`config.mk`:
```
export PLATFORM = sky130hd
export DESIGN_NAME = saa_sound_top
export DESIGN_NICKNAME = d
export VERILOG_FILES = /design/src/rtl/saa_pkg.sv /design/src/rtl/saa_reg_file.sv /design/src/rtl/saa_tone_gen.sv /design/src/rtl/saa_noise_gen.sv /design/src/rtl/saa_voice_group.sv /design/src/rtl/saa_output_mixer.sv /design/src/rtl/saa_sound_top.sv
export VERILOG_INCLUDE_DIRS = /design/src /design/src/rtl
export SDC_FILE = /design/constraint.sdc
export NUM_CORES = 1
export LEC_CHECK = 0
export BUFFER_PORTS_ARGS = -buffer_cell sky130_fd_sc_hd__buf_2
export CAP_MARGIN = 20
export CORE_MARGIN = 4
export CORE_UTILIZATION = 30
export CTS_CLUSTER_DIAMETER = 30
export DETAILED_ROUTE_END_ITERATION = 12
export SLEW_MARGIN = 5
export SYNTH_ARGS = -nofsm -noshare
export SYNTH_HDL_FRONTEND = slang
export SYNTH_SLANG_ARGS = --single-unit
```
`constraint.sdc`:
```
create_clock -name clk -period 8.9 [get_ports clk]
set_clock_uncertainty 0.2 [all_clocks]
set_input_delay 1.78 -clock clk [delete_from_list [all_inputs] [get_ports clk]]
set_output_delay 1.78 -clock clk [all_outputs]
set_load 0.01 [all_outputs]
```
`src/rtl/saa_params.svh`:
```
`ifndef SAA_PARAMS_SVH
`define SAA_PARAMS_SVH

////////////////////////////////////////////////////////////////////////////
// register map, 5-bit addresses
////////////////////////////////////////////////////////////////////////////

// six amplitude registers from here, one per channel
`define SAA_ADDR_AMP0       5'h00
// six frequency registers, stored as 510 - din
`define SAA_ADDR_FREQ0      5'h08
// three octave registers, two channels each
`define SAA_ADDR_OCT0       5'h10
`define SAA_ADDR_TONE_EN    5'h14
`define SAA_ADDR_NOISE_EN   5'h15
`define SAA_ADDR_NOISE_SEL  5'h16
// two envelope registers, only bit 7 kept
`define SAA_ADDR_ENV0       5'h18
`define SAA_ADDR_CTRL       5'h1C

// noise source
`define SAA_LFSR_SEED       31'h1111_1111
`define SAA_NOISE_PERIOD0   256
`define SAA_NOISE_PERIOD1   512
`define SAA_NOISE_PERIOD2   1024

`endif

```
`src/rtl/saa_pkg.sv`:
```
package saa_pkg;

    ////////////////////////////////////////////////////////////////////////////
    // register view handed to a voice group
    ////////////////////////////////////////////////////////////////////////////

    // one tone channel, 21 bits
    typedef struct packed {
        // low nibble left, high nibble right
        logic [7:0] amp;
        // frequency count, already converted
        logic [8:0] freq;
        logic [2:0] octave;
        logic       tone_en;
    } tone_ctrl_t;

    // one group of three channels plus its noise source, 69 bits
    typedef struct packed {
        tone_ctrl_t [2:0] chan;
        logic [2:0]       noise_en;
        // 0-2 fixed rate, 3 clocked by channel 0
        logic [1:0]       noise_sel;
        // envelope bit 7, takes the middle tone off the mix
        logic             env_tone_off;
    } group_regs_t;

    ////////////////////////////////////////////////////////////////////////////
    // levels handed to the output mixer
    ////////////////////////////////////////////////////////////////////////////

    // tone plus noise, so up to twice a nibble
    typedef struct packed {
        logic [4:0] left;
        logic [4:0] right;
    } chan_level_t;

    // three channels of a group, 30 bits
    typedef chan_level_t [2:0] group_levels_t;

endpackage

```
`src/rtl/saa_reg_file.sv`:
```
`include "saa_params.svh"

module saa_reg_file import saa_pkg::*; (
    input  logic        clk,
    input  logic        rst_n,
    input  logic        cs_n,
    input  logic        a0,
    input  logic        wr_n,
    input  logic [7:0]  din,
    output group_regs_t grp0,
    output group_regs_t grp1,
    output logic        sound_en
);

    logic       bus_wr;
    logic       data_wr;
    logic [4:0] addr_q;

    // per channel payload, channels 0-5
    logic [7:0] amp_q  [6];
    logic [8:0] freq_q [6];
    logic [2:0] oct_q  [6];

    logic [5:0] tone_en_q;
    logic [5:0] noise_en_q;
    logic [1:0] noise_sel0_q;
    logic [1:0] noise_sel1_q;
    logic [1:0] env_off_q;

    assign bus_wr  = !cs_n && !wr_n;
    assign data_wr = bus_wr && !a0;

    // address latch and control registers
    always_ff @(posedge clk) begin
        if (!rst_n) begin
            addr_q       <= '0;
            tone_en_q    <= '0;
            noise_en_q   <= '0;
            noise_sel0_q <= '0;
            noise_sel1_q <= '0;
            env_off_q    <= '0;
            sound_en     <= 1'b0;
        end else if (bus_wr) begin
            if (a0) begin
                addr_q <= din[4:0];
            end else begin
                case (addr_q)
                    `SAA_ADDR_TONE_EN:  tone_en_q  <= din[5:0];
                    `SAA_ADDR_NOISE_EN: noise_en_q <= din[5:0];
                    `SAA_ADDR_NOISE_SEL: begin
                        noise_sel0_q <= din[1:0];
                        noise_sel1_q <= din[5:4];
                    end
                    `SAA_ADDR_ENV0:         env_off_q[0] <= din[7];
                    `SAA_ADDR_ENV0 + 5'd1:  env_off_q[1] <= din[7];
                    `SAA_ADDR_CTRL:         sound_en     <= din[0];
                    default: ;
                endcase
            end
        end
    end

    // amplitude, frequency and octave payload
    always_ff @(posedge clk) begin
        if (data_wr) begin
            for (int i = 0; i < 6; i++) begin
                if (addr_q == `SAA_ADDR_AMP0 + 5'(i)) begin
                    amp_q[i] <= din;
                end
                if (addr_q == `SAA_ADDR_FREQ0 + 5'(i)) begin
                    freq_q[i] <= 9'd510 - {1'b0, din};
                end
            end
            // octave pairs: low nibble even channel, high nibble odd channel
            for (int i = 0; i < 3; i++) begin
                if (addr_q == `SAA_ADDR_OCT0 + 5'(i)) begin
                    oct_q[2*i]   <= din[2:0];
                    oct_q[2*i+1] <= din[6:4];
                end
            end
        end
    end

    // split into the two group views
    always_comb begin
        for (int i = 0; i < 3; i++) begin
            grp0.chan[i].amp     = amp_q[i];
            grp0.chan[i].freq    = freq_q[i];
            grp0.chan[i].octave  = oct_q[i];
            grp0.chan[i].tone_en = tone_en_q[i];
            grp1.chan[i].amp     = amp_q[i+3];
            grp1.chan[i].freq    = freq_q[i+3];
            grp1.chan[i].octave  = oct_q[i+3];
            grp1.chan[i].tone_en = tone_en_q[i+3];
        end
        grp0.noise_en     = noise_en_q[2:0];
        grp1.noise_en     = noise_en_q[5:3];
        grp0.noise_sel    = noise_sel0_q;
        grp1.noise_sel    = noise_sel1_q;
        grp0.env_tone_off = env_off_q[0];
        grp1.env_tone_off = env_off_q[1];
    end

    // an address cycle only moves the latch
    a_addr_wr_keeps_regs: assert property (@(posedge clk) disable iff (!rst_n)
        (bus_wr && a0) |=> (grp0 === $past(grp0)) && (grp1 === $past(grp1))
                           && (sound_en === $past(sound_en)));

endmodule

```
`src/rtl/saa_tone_gen.sv`:
```
module saa_tone_gen (
    input  logic       clk,
    input  logic       rst_n,
    input  logic [2:0] octave,
    input  logic [8:0] freq,
    output logic       tone,
    output logic       period_pulse
);

    logic [7:0] presc_q;
    logic [8:0] fcnt_q;
    logic       presc_wrap;

    assign presc_wrap   = (presc_q == 8'd0);
    assign period_pulse = presc_wrap && (fcnt_q == freq);

    // octave prescaler, divides by 2^(8 - octave)
    always_ff @(posedge clk) begin
        if (!rst_n) begin
            presc_q <= '0;
        end else if (presc_wrap) begin
            presc_q <= 8'hff >> octave;
        end else begin
            presc_q <= presc_q - 8'd1;
        end
    end

    // frequency counter runs on prescaler wraps
    always_ff @(posedge clk) begin
        if (!rst_n) begin
            fcnt_q <= '0;
            tone   <= 1'b0;
        end else if (presc_wrap) begin
            if (fcnt_q == freq) begin
                fcnt_q <= '0;
                tone   <= ~tone;
            end else begin
                fcnt_q <= fcnt_q + 9'd1;
            end
        end
    end

    // a period ends only on a wrap, and the tone flips right after it
    a_pulse_on_wrap: assert property (@(posedge clk) disable iff (!rst_n)
        period_pulse |=> $past(presc_wrap) && (tone != $past(tone)));

endmodule

```
`src/rtl/saa_noise_gen.sv`:
```
`include "saa_params.svh"

module saa_noise_gen (
    input  logic       clk,
    input  logic       rst_n,
    input  logic [1:0] noise_sel,
    input  logic       tone_pulse,
    output logic       noise
);

    logic [9:0]  rate_cnt_q;
    logic [9:0]  rate_last;
    logic        rate_wrap;
    logic        step;
    logic [30:0] lfsr_q;

    // last count of the fixed rate divider
    always_comb begin
        case (noise_sel)
            2'd0:    rate_last = 10'(`SAA_NOISE_PERIOD0 - 1);
            2'd1:    rate_last = 10'(`SAA_NOISE_PERIOD1 - 1);
            default: rate_last = 10'(`SAA_NOISE_PERIOD2 - 1);
        endcase
    end

    // >= so a slower-to-faster switch wraps at once
    assign rate_wrap = (rate_cnt_q >= rate_last);
    assign step      = (noise_sel == 2'd3) ? tone_pulse : rate_wrap;

    always_ff @(posedge clk) begin
        if (!rst_n) begin
            rate_cnt_q <= '0;
        end else if (rate_wrap) begin
            rate_cnt_q <= '0;
        end else begin
            rate_cnt_q <= rate_cnt_q + 10'd1;
        end
    end

    ////////////////////////////////////////////////////////////////////////////
    // 31-bit LFSR, taps 2 and 30
    ////////////////////////////////////////////////////////////////////////////

    always_ff @(posedge clk) begin
        if (!rst_n) begin
            lfsr_q <= `SAA_LFSR_SEED;
        end else if (step) begin
            lfsr_q <= {lfsr_q[29:0], lfsr_q[2] ^ lfsr_q[30]};
        end
    end

    assign noise = lfsr_q[0];

endmodule

```
`src/rtl/saa_voice_group.sv`:
```
module saa_voice_group import saa_pkg::*; (
    input  logic          clk,
    input  logic          rst_n,
    input  group_regs_t   regs,
    output group_levels_t levels
);

    logic [2:0]    tone;
    logic [2:0]    tone_on;
    logic          tone0_pulse;
    logic          noise;
    group_levels_t next_levels;

    ////////////////////////////////////////////////////////////////////////////
    // generators
    ////////////////////////////////////////////////////////////////////////////

    // channel 0 also clocks the noise source
    saa_tone_gen u_tone0 (
        .clk          (clk),
        .rst_n        (rst_n),
        .octave       (regs.chan[0].octave),
        .freq         (regs.chan[0].freq),
        .tone         (tone[0]),
        .period_pulse (tone0_pulse)
    );

    saa_tone_gen u_tone1 (
        .clk          (clk),
        .rst_n        (rst_n),
        .octave       (regs.chan[1].octave),
        .freq         (regs.chan[1].freq),
        .tone         (tone[1]),
        .period_pulse ()
    );

    saa_tone_gen u_tone2 (
        .clk          (clk),
        .rst_n        (rst_n),
        .octave       (regs.chan[2].octave),
        .freq         (regs.chan[2].freq),
        .tone         (tone[2]),
        .period_pulse ()
    );

    saa_noise_gen u_noise (
        .clk        (clk),
        .rst_n      (rst_n),
        .noise_sel  (regs.noise_sel),
        .tone_pulse (tone0_pulse),
        .noise      (noise)
    );

    ////////////////////////////////////////////////////////////////////////////
    // channel mixers
    ////////////////////////////////////////////////////////////////////////////

    // channel 0 is busy clocking noise, channel 1 yields to the envelope bit
    assign tone_on[0] = regs.chan[0].tone_en && (regs.noise_sel != 2'd3);
    assign tone_on[1] = regs.chan[1].tone_en && !regs.env_tone_off;
    assign tone_on[2] = regs.chan[2].tone_en;

    always_comb begin
        for (int i = 0; i < 3; i++) begin
            next_levels[i] = '0;
            if (tone_on[i] && tone[i]) begin
                next_levels[i].left  = next_levels[i].left + {1'b0, regs.chan[i].amp[3:0]};
                next_levels[i].right = next_levels[i].right + {1'b0, regs.chan[i].amp[7:4]};
            end
            if (regs.noise_en[i] && noise) begin
                next_levels[i].left  = next_levels[i].left + {1'b0, regs.chan[i].amp[3:0]};
                next_levels[i].right = next_levels[i].right + {1'b0, regs.chan[i].amp[7:4]};
            end
        end
    end

    always_ff @(posedge clk) begin
        if (!rst_n) begin
            levels <= '0;
        end else begin
            levels <= next_levels;
        end
    end

endmodule

```
`src/rtl/saa_output_mixer.sv`:
```
module saa_output_mixer import saa_pkg::*; (
    input  logic          clk,
    input  logic          rst_n,
    input  logic          sound_en,
    input  group_levels_t levels0,
    input  group_levels_t levels1,
    output logic [7:0]    out_l,
    output logic [7:0]    out_r
);

    logic [7:0] sum_l;
    logic [7:0] sum_r;

    // six levels of at most 30 each, fits 8 bits
    always_comb begin
        sum_l = '0;
        sum_r = '0;
        for (int i = 0; i < 3; i++) begin
            sum_l = sum_l + 8'(levels0[i].left) + 8'(levels1[i].left);
            sum_r = sum_r + 8'(levels0[i].right) + 8'(levels1[i].right);
        end
    end

    always_ff @(posedge clk) begin
        if (!rst_n) begin
            out_l <= '0;
            out_r <= '0;
        end else if (sound_en) begin
            out_l <= sum_l;
            out_r <= sum_r;
        end else begin
            out_l <= '0;
            out_r <= '0;
        end
    end

    // muted chip goes silent on the next sample
    a_mute: assert property (@(posedge clk) disable iff (!rst_n)
        !sound_en |=> (out_l == 8'd0) && (out_r == 8'd0));

endmodule

```
`src/rtl/saa_sound_top.sv`:
```
module saa_sound_top import saa_pkg::*; (
    input  logic       clk,
    input  logic       rst_n,
    input  logic       cs_n,
    input  logic       a0,
    input  logic       wr_n,
    input  logic [7:0] din,
    output logic [7:0] out_l,
    output logic [7:0] out_r
);

    group_regs_t   grp0;
    group_regs_t   grp1;
    logic          sound_en;
    group_levels_t levels0;
    group_levels_t levels1;

    saa_reg_file u_reg_file (
        .clk      (clk),
        .rst_n    (rst_n),
        .cs_n     (cs_n),
        .a0       (a0),
        .wr_n     (wr_n),
        .din      (din),
        .grp0     (grp0),
        .grp1     (grp1),
        .sound_en (sound_en)
    );

    // channels 0-2
    saa_voice_group u_group0 (
        .clk    (clk),
        .rst_n  (rst_n),
        .regs   (grp0),
        .levels (levels0)
    );

    // channels 3-5
    saa_voice_group u_group1 (
        .clk    (clk),
        .rst_n  (rst_n),
        .regs   (grp1),
        .levels (levels1)
    );

    saa_output_mixer u_output_mixer (
        .clk      (clk),
        .rst_n    (rst_n),
        .sound_en (sound_en),
        .levels0  (levels0),
        .levels1  (levels1),
        .out_l    (out_l),
        .out_r    (out_r)
    );

endmodule

```
==> metrics.yaml, run 1 <==
cts:
  postCtsSetupBuffers: 0
  cts_tree: "yes"
  cts_hold_buffers: 0
  clk_path_buf_depth: 3
  cts_sinks: 410
  cts_buffers: 82
  clk_pin_slew_worst_paths_ns: 0.05
  ctsRootBufferMaster: "clkbuf_16"
  cts.repair.resized: 0
  insertion_delay_ns: 0.60
  h-tree-depth: 3
timing:
  setup_violations: 0
  tightest_slew_ns: 0.850
  max-slew-margin-rel_pct: 43.1
  final.min_clock_period_ns: 4.36
  tns_ns: 0
  clock.fmax_mhz: 229
  rsz0062_at_grt: "false"
  slew_viol_final: 0
  finalHoldViolCount: 0
  fin_crit_sh_pct: 49.0
run_status:
  status: "completed"
layout:
  diodes: 0
  fin_util_pct: 36.8
  drive_gt1_share_pct: 10.9
  area_delta_synth_final_pct: 21.5
  nNetsFinal: 1820
  n_fill_cell: 5679
  final_common_cell: "dfxtp_1"
  final_cell_mix: "290 x dfxtp_1, 165 x nand2_1, 129 x nor2_1, 120 x edfxtp_1, 95 x nor2b_1"
setup_path:
  max_stage_delay_ns: 0.56
  crit_top_cell: "fa_1"
  crit_arrival_ns: 4.63
  endpoint_kind: "flop"
  critPathBufInv: 2
  crit_path_top_delay_cell: "fa_1"
  crit_path_start_kind: "flop"
  cp_top_family: "adder cells"
  worstPathCellList: "ha_1, fa_1, xor2_1, fa_1, fa_1, inv_1, fa_1, inv_1, ha_1, a21o_1, a21o_1, a21oi_1, mux2i_1, or2_2"
  critPathMaxFanout: 2
  path_class: "flop to flop"
  required_ns: 9.17
die:
  die_w_um: 252
  dieArea_um2: 63400
  core_area_um2: 58900
  std_cell_rows: 89
  start_util_pct: 30.3
  fp.dieH_um: 252
  pin_count: 29
global_routing:
  antenna_found_initial: 0
  grt_overflow: 0
  grt_pass1_wl_um: 58900
  grt_pass1_vias: 11900
  grt_max_degree: 128
  track_usage_pct: 11.3
routing:
  route.detailed.drc: 0
  drt-initial-drc-count: 583
  vias: 11800
  wire_per_inst_um: 13.9
  ant_nets: 0
  drtPass1Iterations: 5
  routed_wl_um: 35600
  vias_per_cell: 4.61
power:
  p_int_mw: 4.48
  clkPwrFrac_pct: 53.4
  power.leakage_nw: 8.53
  p_sw_share_pct: 24.9
  p_comb_share_pct: 10.3
  peakVddDrop_mv: 0.267
  power_density_nw_per_um2: 275
  switchingPower_mw: 1.48
  seq_power_share_pct: 36.2
place:
  place_congestion: 0.783
  port_buffers: 28
  place_hpwl_um: 23900
synth:
  synth_area_um2: 17800
  seq_area_frac_synth_pct: 52.8
  netlist_instances: 1662
  syn_avg_cell_area_um2: 10.7
  synth_edf_count: 120
  yosysWarnings: 0
  syn_nets: 1756
  ys_ff_latch: 410
  synth_ff_type: "dfxtp_1"
  ys_types: 57
  async_reset_ff_share_pct: 0
flow_run:
  cap_violations: 0
worst_hold_path:
  hp-class: "flop to flop"
-- tightest hold or removal path, cell delays in order (launching register included) --
cell      delay [ns]
dfxtp_1         0.30
nand2_1         0.05
a21boi_1        0.05
-- synthesized netlist by cell type (2+ instances only) --
| cell | instances | area (um2) |
|---|---|---|
| nor2b_1 | 95 | 594 |
| buf_6 | 6 | 67.6 |
| o21ai_0 | 14 | 70.1 |
| or3_1 | 9 | 56.3 |
| nand3b_1 | 5 | 37.5 |
| xor2_1 | 78 | 683 |
| and2_1 | 13 | 81.3 |
| mux2i_1 | 81 | 811 |
| a21o_1 | 8 | 60.1 |
| a21boi_0 | 9 | 67.6 |
| inv_1 | 81 | 304 |
| nor4b_4 | 2 | 47.6 |
| nor3b_2 | 2 | 25.0 |
| nor2_1 | 129 | 484 |
| ha_1 | 49 | 613 |
| o31ai_1 | 6 | 45.0 |
| or3b_2 | 2 | 17.5 |
| fa_1 | 32 | 641 |
| clkbuf_1 | 43 | 161 |
| o21a_1 | 2 | 15.0 |
| o211a_1 | 6 | 60.1 |
| or4_1 | 13 | 97.6 |
| xnor2_1 | 78 | 683 |
| a21oi_1 | 36 | 180 |
| nand2b_1 | 11 | 68.8 |
| buf_2 | 6 | 30.0 |
| a22oi_1 | 36 | 270 |
| nor4_2 | 4 | 50.1 |
| nand3_1 | 50 | 250 |
| a31oi_1 | 7 | 43.8 |
| and3_1 | 53 | 332 |
| dfxtp_1 | 290 | 5810 |
| nand2_1 | 165 | 619 |
| a211oi_1 | 3 | 22.5 |
| nor3b_1 | 5 | 37.5 |
| edfxtp_1 | 120 | 3600 |
| and4_1 | 3 | 26.3 |
| o211ai_1 | 4 | 30.0 |
| or2_2 | 2 | 12.5 |
| a21boi_1 | 16 | 120 |
| nand4_1 | 28 | 175 |
| nor4_1 | 10 | 62.6 |
| mux2_1 | 2 | 22.5 |
| nor3_1 | 35 | 175 |
-- path summary, 6_finish.rpt --
check	depth (start not counted)	slack, ns	from	end
min	2	0.25	u_reg_file.noise_en_q[2]	u_reg_file.noise_en_q[2]
max reg2reg	14	4.54	u_group0.levels[0]	u_output_mixer.out_r[6]
min reg2reg	2	0.25	u_reg_file.noise_en_q[2]	u_reg_file.noise_en_q[2]
max	14	4.54	u_group0.levels[0]	u_output_mixer.out_r[6]
-- flip-flops by register name (all words and copies together), names as in the netlist, 8 cells and up --
name                         flops
u_group0.u_tone2.fcnt_q          9
u_output_mixer.out_l             8
u_group1.u_tone0.fcnt_q          9
u_group0.u_tone2.presc_q         8
u_group1.u_tone2.presc_q         8
u_reg_file.amp_q                48
u_group1.u_noise.lfsr_q         31
u_reg_file.oct_q                18
u_group0.u_noise.lfsr_q         31
u_group0.u_tone0.presc_q         8
u_group0.u_tone0.fcnt_q          9
u_group1.u_noise.rate_cnt_q     10
u_group1.u_tone0.presc_q         8
u_group0.u_noise.rate_cnt_q     10
u_output_mixer.out_r             8
u_group1.u_tone1.fcnt_q          9
u_reg_file.freq_q               54
u_group0.levels                 30
u_group1.levels                 30
u_group0.u_tone1.presc_q         8
u_group1.u_tone2.fcnt_q          9
u_group1.u_tone1.presc_q         8
u_group0.u_tone1.fcnt_q          9
-- layer usage --
| layer | GRT usage, % | vias to the layer above | wire length [um] |
|---|---|---|---|
| met5 | 0 | - | 0 |
| met2 | 18.0 | 268 | 16200 |
| met4 | 4.56 | 0 | 1060 |
| met1 | 14.5 | 5606 | 16400 |
| li1 | - | 5861 | - |
| met3 | 3.35 | 86 | 2000 |
-- final cells by class --
cell class	instances	area [um2]	area share, %
Multi-Input combinational cell	1115	7860	36.3
Clock inverter	56	687	3.17
Sequential cell	410	9410	43.4
Clock buffer	95	2240	10.3
Inverter	81	304	1.40
Tap cell	773	967	4.46
Timing Repair Buffer	36	201	0.930
-- cell families (layout without fill, tap and decap cells) --
group,count (synthesis),count (layout),share of synthesized area [%]
compound gates,149,149,5.61
xor+xnor,156,156,7.66
fa+ha+maj,81,81,7.03
buf+inv,137,268,3.20
flops,410,410,52.8
mux,85,85,4.88
simple gates,644,644,18.8
-- power groups by stage --
stage	combinational, mW	sequential, mW	clock (mW)
2_1_floorplan	0.515	2.16	0
3_3_place_gp	0.602	2.18	0
3_5_place_dp	0.618	2.19	0
4_1_cts	0.622	2.16	3.26
5_1_grt	0.710	2.18	3.36
6_report	0.616	2.16	3.18
-- through the flow --
| stage | std cells | power, mW | instance area (um2) | setup slack (ns) | hold slack, ns |
|---|---|---|---|---|---|
| floorplan | 1662 | 2.68 | 17800 | 4.79 | 0.230 |
| global placement | 2413 | 2.78 | 18700 | 4.63 | 0.242 |
| detailed placement | 2414 | 2.81 | 18700 | 4.51 | 0.248 |
| CTS | 2565 | 6.04 | 21700 | 4.50 | 0.254 |
| global route | 2566 | 6.25 | 21700 | 4.31 | 0.269 |
| finish | 2566 | 5.96 | 21700 | 4.54 | 0.252 |
No activity file was read; power rests on OpenSTA's default activity.
==> inputs of run 2 (changes only) <==
ABC_AREA = 1   (was default)
clock period = 3.71 ns   (was 8.9 ns; I/O delays follow)
==> run 2 against run 1 <==
The run now ends with negative setup slack left. Clock power is 130% higher. Non-clock buffer count is 38 higher. Fmax is 10% higher. Synthesized area is 2.3% higher. Sequential power is 140% higher. Critical path type unchanged. Highest routed layer unchanged.
==> metrics.yaml, run 2 <==
synth:
  yosys-top-cells-count: "370 x nand2_1, 333 x nor2_1, 291 x inv_1"  # was 290 x dfxtp_1, 165 x nand2_1, 129 x nor2_1
  async_reset_ff_share_pct: 0  # unchanged
  synth_area_um2: 18200  # was 17800 um2
  ys_types: 46  # was 57
  yosys.area.top_type: "dfxtp_1"  # unchanged
  synth_edf_count: 120  # unchanged
  syn_avg_cell_area_um2: 8.60  # was 10.7 um2
  yosys-top-cells-area: "dfxtp_1 32%, edfxtp_1 20%, nand2_1 7.6%"  # was dfxtp_1 33%, edfxtp_1 20%, mux2i_1 4.5%
  netlist_instances: 2122  # was 1662
  syn_nets: 2216  # was 1756
  yosysWarnings: 0  # unchanged
  yosys.area.top_type_share_pct: 31.8  # was 32.6%
  seq_area_frac_synth_pct: 51.6  # was 52.8%
  synth.most_common_cell: "nand2_1"  # was dfxtp_1
  ys_ff_latch: 410  # unchanged
  synth_ff_type: "dfxtp_1"  # unchanged
die:
  pin_count: 29  # unchanged
  start_util_pct: 30.3  # about the same
  dieArea_um2: 64800  # was 63400 um2
  std_cell_rows: 90  # was 89
  fp.dieH_um: 255  # was 252 um
  die_w_um: 255  # was 252 um
  core_area_um2: 60200  # was 58900 um2
routing:
  drt-initial-drc-count: 815  # was 583
  wire_per_inst_um: 13.6  # was 13.9 um
  routed_wl_um: 41900  # was 35600 um
  vias_per_cell: 4.54  # was 4.61
  drtPass1Iterations: 6  # was 5
  route.detailed.drc: 0  # unchanged
  vias: 14000  # was 11800
  ant_nets: 0  # unchanged
global_routing:
  grt_max_degree: 56  # was 128
  met1_usage_pct: 16.1  # was 14.5%
  antenna_found_initial: 0  # unchanged
  grt_overflow: 0  # unchanged
  busiest_layer: "met2"  # unchanged
  grt_pass1_vias: 13800  # was 11900
  track_usage_pct: 12.9  # was 11.3%
  gr-usage-met3_pct: 2.24  # was 3.35%
  gr-usage-met2_pct: 22.2  # was 18.0%
  grt_pass1_wl_um: 68200  # was 58900 um
place:
  place_congestion: 0.832  # was 0.783
  port_buffers: 28  # unchanged
  place_hpwl_um: 28400  # was 23900 um
layout:
  top_regs: "u_reg_file.freq_q x54, u_reg_file.amp_q x48"  # unchanged
  final_common_cell: "nand2_1"  # was dfxtp_1
  top_register: "u_reg_file.freq_q"  # unchanged
  final_cell_mix: "367 x nand2_1, 330 x nor2_1, 283 x inv_1, 282 x dfxtp_1, 134 x nand3_1"  # was 290 x dfxtp_1, 165 x nand2_1, 129 x nor2_1, 120 x edfxtp_1, 95 x nor2b_1
  diodes: 0  # unchanged
  area_delta_synth_final_pct: 23.3  # was 21.5%
  largest_reg_flops: 54  # unchanged
  nNetsFinal: 2326  # was 1820
  drive_gt1_share_pct: 13.9  # was 10.9%
setup_path:
  required_ns: 3.98  # was 9.17 ns
  endpoint_kind: "flop"  # unchanged
  worstPathCellList: "ha_4, fa_2, inv_2, fa_1, inv_1, fa_1, inv_1, fa_1, inv_2, ha_4, inv_2, fa_2, nor2_2, a211oi_2, buf_4, o21ai_1, a21oi_1"  # was ha_1, fa_1, xor2_1, fa_1, fa_1, inv_1, fa_1, inv_1, ha_1, a21o_1, a21o_1, a21oi_1, mux2i_1, or2_2
  crit_path_top_delay_cell: "fa_2"  # was fa_1
  path_class: "flop to flop"  # unchanged
  critPathMaxFanout: 2  # unchanged
  max_stage_delay_ns: 0.52  # was 0.56 ns
  crit_path_start_kind: "flop"  # unchanged
  crit_arrival_ns: 4.22  # was 4.63 ns
cts:
  insertion_delay_ns: 0.60  # about the same
  h-tree-depth: 3  # unchanged
  cts_tree: "yes"  # unchanged
  cts_sinks: 410  # unchanged
  clk_pin_slew_worst_paths_ns: 0.05  # about the same
  clk_path_buf_depth: 3  # unchanged
  cts_buffers: 81  # was 82
  cts_hold_buffers: 0  # unchanged
  ctsRootBufferMaster: "clkbuf_16"  # unchanged
power:
  power.leakage_nw: 9.19  # was 8.53 nW
  peakVddDrop_mv: 0.331  # was 0.267 mV
  finalPower_mw: 14.2  # was 5.96 mW
  power_density_nw_per_um2: 630  # was 275 nW/um2
timing:
  whs_ns: 0.228  # was 0.252 ns
  clock.fmax_mhz: 253  # was 229 MHz
  setup_violations: 9  # was 0
  fin_crit_sh_pct: 107  # was 49.0%
  final.min_clock_period_ns: 3.95  # was 4.36 ns
  finalHoldViolCount: 0  # unchanged
  max-slew-margin-rel_pct: 45.8  # was 43.1%
  tightest_slew_ns: 0.807  # was 0.850 ns
  slew_viol_final: 0  # unchanged
  worst_slack_ns: -0.242  # was 4.54 ns
  rsz0062_at_grt: "true"  # was false
worst_hold_path:
  hp-class: "flop to flop"  # unchanged
run_status:
  violations: "negative setup slack"
  status: "finished, violations left"  # was completed
flow_run:
  cap_violations: 0  # unchanged
## run 2: report_power, final
part | internal [mW] | switching (mW) | total (mW)
clock | 4.81 | 2.45 | 7.26
sequential | 4.90 | 0.223 | 5.12
combinational | 0.634 | 1.17 | 1.80
total | 10.3 | 3.84 | 14.2
## run 2: path summary, 6_finish.rpt
check	startpoint	end	slack [ns]	depth (start not counted)
worst max-delay path	u_group1.levels[5]	u_output_mixer.out_l[5]	-0.24	17
worst min-delay path	u_group1.u_tone1.presc_q[0]	u_group1.u_tone1.presc_q[0]	0.23	1
worst max register to register	u_group1.levels[5]	u_output_mixer.out_l[5]	-0.24	17
worst min register to register	u_group1.u_tone1.presc_q[0]	u_group1.u_tone1.presc_q[0]	0.23	1
## run 2: final cells by class
type                    instances  area (um2)
clock buffers                  95        2220
repair buffers                 74         495
multi-input cells            1366        7700
well taps                     782         978
inverters                     299        1120
flip-flops and latches        410        9420
clock inverters                54         552
fillers                      5887       37700
## run 2: metrics by stage
stage / worst slack (ns) / cell area (um2) / utilization (%) / cells / TNS, ns
after floorplan: -0.151 / 18400 / - / 2122 / -0.252
after global placement: -0.295 / 19500 / 32.4 / 2924 / -1.15
after detailed placement: -0.332 / 19500 / 32.4 / 2924 / -2.19
after CTS: -0.223 / 22400 / 37.1 / 3076 / -1.40
after global routing: -0.390 / 22500 / 37.3 / 3080 / -2.82
final: -0.242 / 22500 / 37.3 / 3080 / -1.20
## run 2: kinds of logic after synthesis
kind of cell | synth area share [%]
flip-flops | 51.6
XOR/XNOR | 4.56
buffers and inverters | 7.51
AO/OA/AOI/OAI | 6.65
adder cells (fa/ha/maj) | 6.87
AND/OR/NAND/NOR | 22.8
## run 2: what timing repair did
item,4_1_cts,5_1_grt
buffers inserted,3,4
cloned,0,0
setup endpoints to repair,11,12
resized for setup,12,24
pin swaps,13,12
## run 2: worst max-delay path, delay by kind of cell, from the launching register on
kind / cells / cell delay, ns
AO/OA/AOI/OAI: 3 / 0.22
adder cells (fa/ha/maj): 7 / 2.59
AND/OR/NAND/NOR: 1 / 0.11
flip-flops: 1 / 0.33
buffers and inverters: 6 / 0.40
## run 2: routing by layer
layer | wire, um | up-vias
met3 | 1940 | 89
met1 | 18600 | 6545
met4 | 1180 | 0
met2 | 20200 | 302
li1 | - | 7054
met5 | 0 | -
==> inputs of run 3 (changes only) <==
SYNTH_HIERARCHICAL = 1   (was default)
==> run 3 against run 2 <==
Highest routed layer unchanged. Flip-flop and latch count unchanged. Worst hold slack improved by 0.020 ns. Largest cell class unchanged. The flow now finishes without violations. Critical path type unchanged. Combinational power increased by 4%.
==> metrics.yaml, run 3 <==
layout:
  area_delta_synth_final_pct: 22.8  # was 23.3%
  final_area_um2: 23800  # was 22500 um2
  drive_gt1_share_pct: 11.3  # was 13.9%
  final_cell_mix: "554 x nand2_1, 383 x inv_1, 364 x nor2_1, 290 x dfxtp_1, 212 x nand3_1"  # was 367 x nand2_1, 330 x nor2_1, 283 x inv_1, 282 x dfxtp_1, 134 x nand3_1
  top_regs: "u_reg_file/freq_q x54, u_reg_file/amp_q x48"  # was u_reg_file.freq_q x54, u_reg_file.amp_q x48
  top_register: "u_reg_file/freq_q"  # was u_reg_file.freq_q
  largest_reg_flops: 54  # unchanged
  diodes: 0  # unchanged
  nNetsFinal: 2605  # was 2326
  final_common_cell: "nand2_1"  # unchanged
synth:
  yosys-top-cells-count: "554 x nand2_1, 383 x inv_1, 364 x nor2_1"  # was 370 x nand2_1, 333 x nor2_1, 291 x inv_1
  netlist_instances: 2419  # was 2122
  synth.most_common_cell: "nand2_1"  # unchanged
  synth_area_um2: 19400  # was 18200 um2
  async_reset_ff_share_pct: 0  # unchanged
  muxShareOfSynthArea_pct: 0  # unchanged
  yosys.area.top_type: "dfxtp_1"  # unchanged
  synth_edf_count: 120  # unchanged
  synth_xor_area_share_pct: 3.29  # was 4.56%
  yosysWarnings: 6  # was 0
  yosys-top-cells-area: "dfxtp_1 30%, edfxtp_1 19%, nand2_1 11%"  # was dfxtp_1 32%, edfxtp_1 20%, nand2_1 7.6%
  syn_nets: 2501  # was 2216
  yosys.area.top_type_share_pct: 29.9  # was 31.8%
  yosys.area_share.adder_pct: 6.00  # was 6.87%
  syn_avg_cell_area_um2: 8.02  # was 8.60 um2
  synthSimpleGateAreaFrac_pct: 26.9  # was 22.8%
  synth_ff_type: "dfxtp_1"  # unchanged
  seq_area_frac_synth_pct: 48.5  # was 51.6%
  synth_compound_gate_area_share_pct: 5.75  # was 6.65%
  synth_top_family_by_area: "simple AND/OR/NAND/NOR gates"  # unchanged
  ys_ff_latch: 410  # unchanged
  ys_types: 34  # was 46
routing:
  vias_per_cell: 4.31  # was 4.54
  route.detailed.drc: 0  # unchanged
  wire_per_inst_um: 12.1  # was 13.6 um
  vias: 14900  # was 14000
  drtPass1Iterations: 6  # unchanged
  drt-initial-drc-count: 842  # was 815
  routed_wl_um: 41800  # was 41900 um
  ant_nets: 0  # unchanged
flow_run:
  cap_violations: 0  # unchanged
global_routing:
  antenna_found_initial: 0  # unchanged
  track_usage_pct: 12.1  # was 12.9%
  grt_overflow: 0  # unchanged
  grt_pass1_wl_um: 69500  # was 68200 um
  grt_max_degree: 56  # unchanged
  grt_pass1_vias: 13900  # was 13800
cts:
  cts.repair.resized: 0  # was 12
  cts_hold_buffers: 0  # unchanged
  clk_pin_slew_worst_paths_ns: 0.05  # about the same
  postCtsSetupBuffers: 0  # was 3
  insertion_delay_ns: 0.60  # about the same
  clk_path_buf_depth: 3  # unchanged
  cts_sinks: 410  # unchanged
  h-tree-depth: 3  # unchanged
  ctsRootBufferMaster: "clkbuf_16"  # unchanged
  cts_tree: "yes"  # unchanged
  cts_buffers: 91  # was 81
timing:
  tns_ns: 0  # was -1.20 ns
  tightest_slew_ns: 0.926  # was 0.807 ns
  finalHoldViolCount: 0  # unchanged
  max-slew-margin-rel_pct: 37.6  # was 45.8%
  slew_viol_final: 0  # unchanged
  fin_crit_sh_pct: 91.1  # was 107%
  final.min_clock_period_ns: 3.38  # was 3.95 ns
  rsz0062_at_grt: "false"  # was true
  setup_violations: 0  # was 9
  clock.fmax_mhz: 296  # was 253 MHz
setup_path:
  crit_path_start_kind: "flop"  # unchanged
  required_ns: 4.00  # was 3.98 ns
  rr_startpoint: "u_group0/levels[7]"  # was u_group1.levels[5]
  endpoint_kind: "flop"  # unchanged
  crit_start: "u_group0/levels[7]"  # was u_group1.levels[5]
  crit_arrival_ns: 3.67  # was 4.22 ns
  critPathMaxFanout: 3  # was 2
  path_class: "flop to flop"  # unchanged
place:
  place_congestion: 0.817  # was 0.832
  port_buffers: 28  # unchanged
  place_area_um2: 20500  # was 19500 um2
  place_hpwl_um: 28300  # was 28400 um
die:
  fp.dieH_um: 262  # was 255 um
  dieArea_um2: 68800  # was 64800 um2
  std_cell_rows: 92  # was 90
  start_util_pct: 30.5  # was 30.3%
  pin_count: 29  # unchanged
  die_w_um: 262  # was 255 um
  core_area_um2: 63500  # was 60200 um2
power:
  power_density_nw_per_um2: 652  # was 630 nW/um2
  peakVddDrop_mv: 0.322  # was 0.331 mV
  power.leakage_nw: 10.0  # was 9.19 nW
run_status:
  status: "completed"  # was finished, violations left
worst_hold_path:
  hp-class: "flop to flop"  # unchanged
  hp-start: "u_group0/u_noise/lfsr_q[28]"  # was u_group1.u_tone1.presc_q[0]
-- run 3: kinds of logic after synthesis --
family / count (synthesis)
and+or+nand+nor: 1221
buffers and inverters: 442
DFF: 410
AOI/OAI and AO/OA: 204
xor gates and xnor gates: 73
adders and majority gates: 69
-- run 3: layout make-up --
cell class                      count  area (um2)
Fill cell                        6402       39700
Sequential cell                   410        9410
Multi-Input combinational cell   1567        8150
Clock buffer                      115        2670
Inverter                          397        1500
Tap cell                          846        1060
Clock inverter                     56         678
Timing Repair Buffer               56         369
-- run 3: metrics by stage --
| step | total power [mW] | cells | hold slack [ns] | worst slack [ns] | util [%] |
|---|---|---|---|---|---|
| floorplan | 6.75 | 2419 | 0.229 | 0.439 | - |
| global placement | 7.07 | 3276 | 0.238 | 0.316 | 32.2 |
| detailed placement | 7.08 | 3276 | 0.242 | 0.329 | 32.2 |
| CTS | 15.7 | 3447 | 0.254 | 0.305 | 37.5 |
| global route | 16.3 | 3447 | 0.276 | 0.0981 | 37.5 |
| finish | 15.5 | 3447 | 0.248 | 0.329 | 37.5 |
-- run 3: critical path, cell delays in order (launching register included) --
cell and delay (ns):
dfxtp_1 0.30, inv_1 0.05, fa_1 0.53, inv_1 0.05
fa_1 0.52, inv_1 0.05, fa_1 0.54, inv_1 0.04
ha_1 0.23, fa_1 0.39, nand2_1 0.09, nand3_1 0.08
a21oi_1 0.13, nor2_1 0.06
-- run 3: final timing paths --
| check | to | cells after the start | slack (ns) |
|---|---|---|---|
| max | u_output_mixer/out_l[6] | 13 | 0.33 |
| min | u_group0/u_noise/lfsr_q[28] | 2 | 0.25 |
| max reg2reg | u_output_mixer/out_l[6] | 13 | 0.33 |
| min reg2reg | u_group0/u_noise/lfsr_q[28] | 2 | 0.25 |
-- run 3: per-layer routing --
| layer | track usage (%) | share of wire (%) | vias to the layer above | wire length (um) |
|---|---|---|---|---|
| li1 | - | - | 7799 | - |
| met1 | 15.5 | 47 | 6717 | 19500 |
| met2 | 19.6 | 46 | 265 | 19100 |
| met3 | 2.64 | 4.7 | 81 | 1950 |
| met4 | 5.43 | 2.8 | 0 | 1190 |
| met5 | 0 | 0 | - | 0 |
-- run 3: report_power, final --
| part | switching [mW] | total [mW] | leakage (nW) | internal, mW |
|---|---|---|---|---|
| combinational | 1.22 | 1.87 | 4.94 | 0.656 |
| sequential | 0.244 | 5.13 | 3.44 | 4.89 |
| clock | 2.61 | 8.55 | 1.63 | 5.94 |
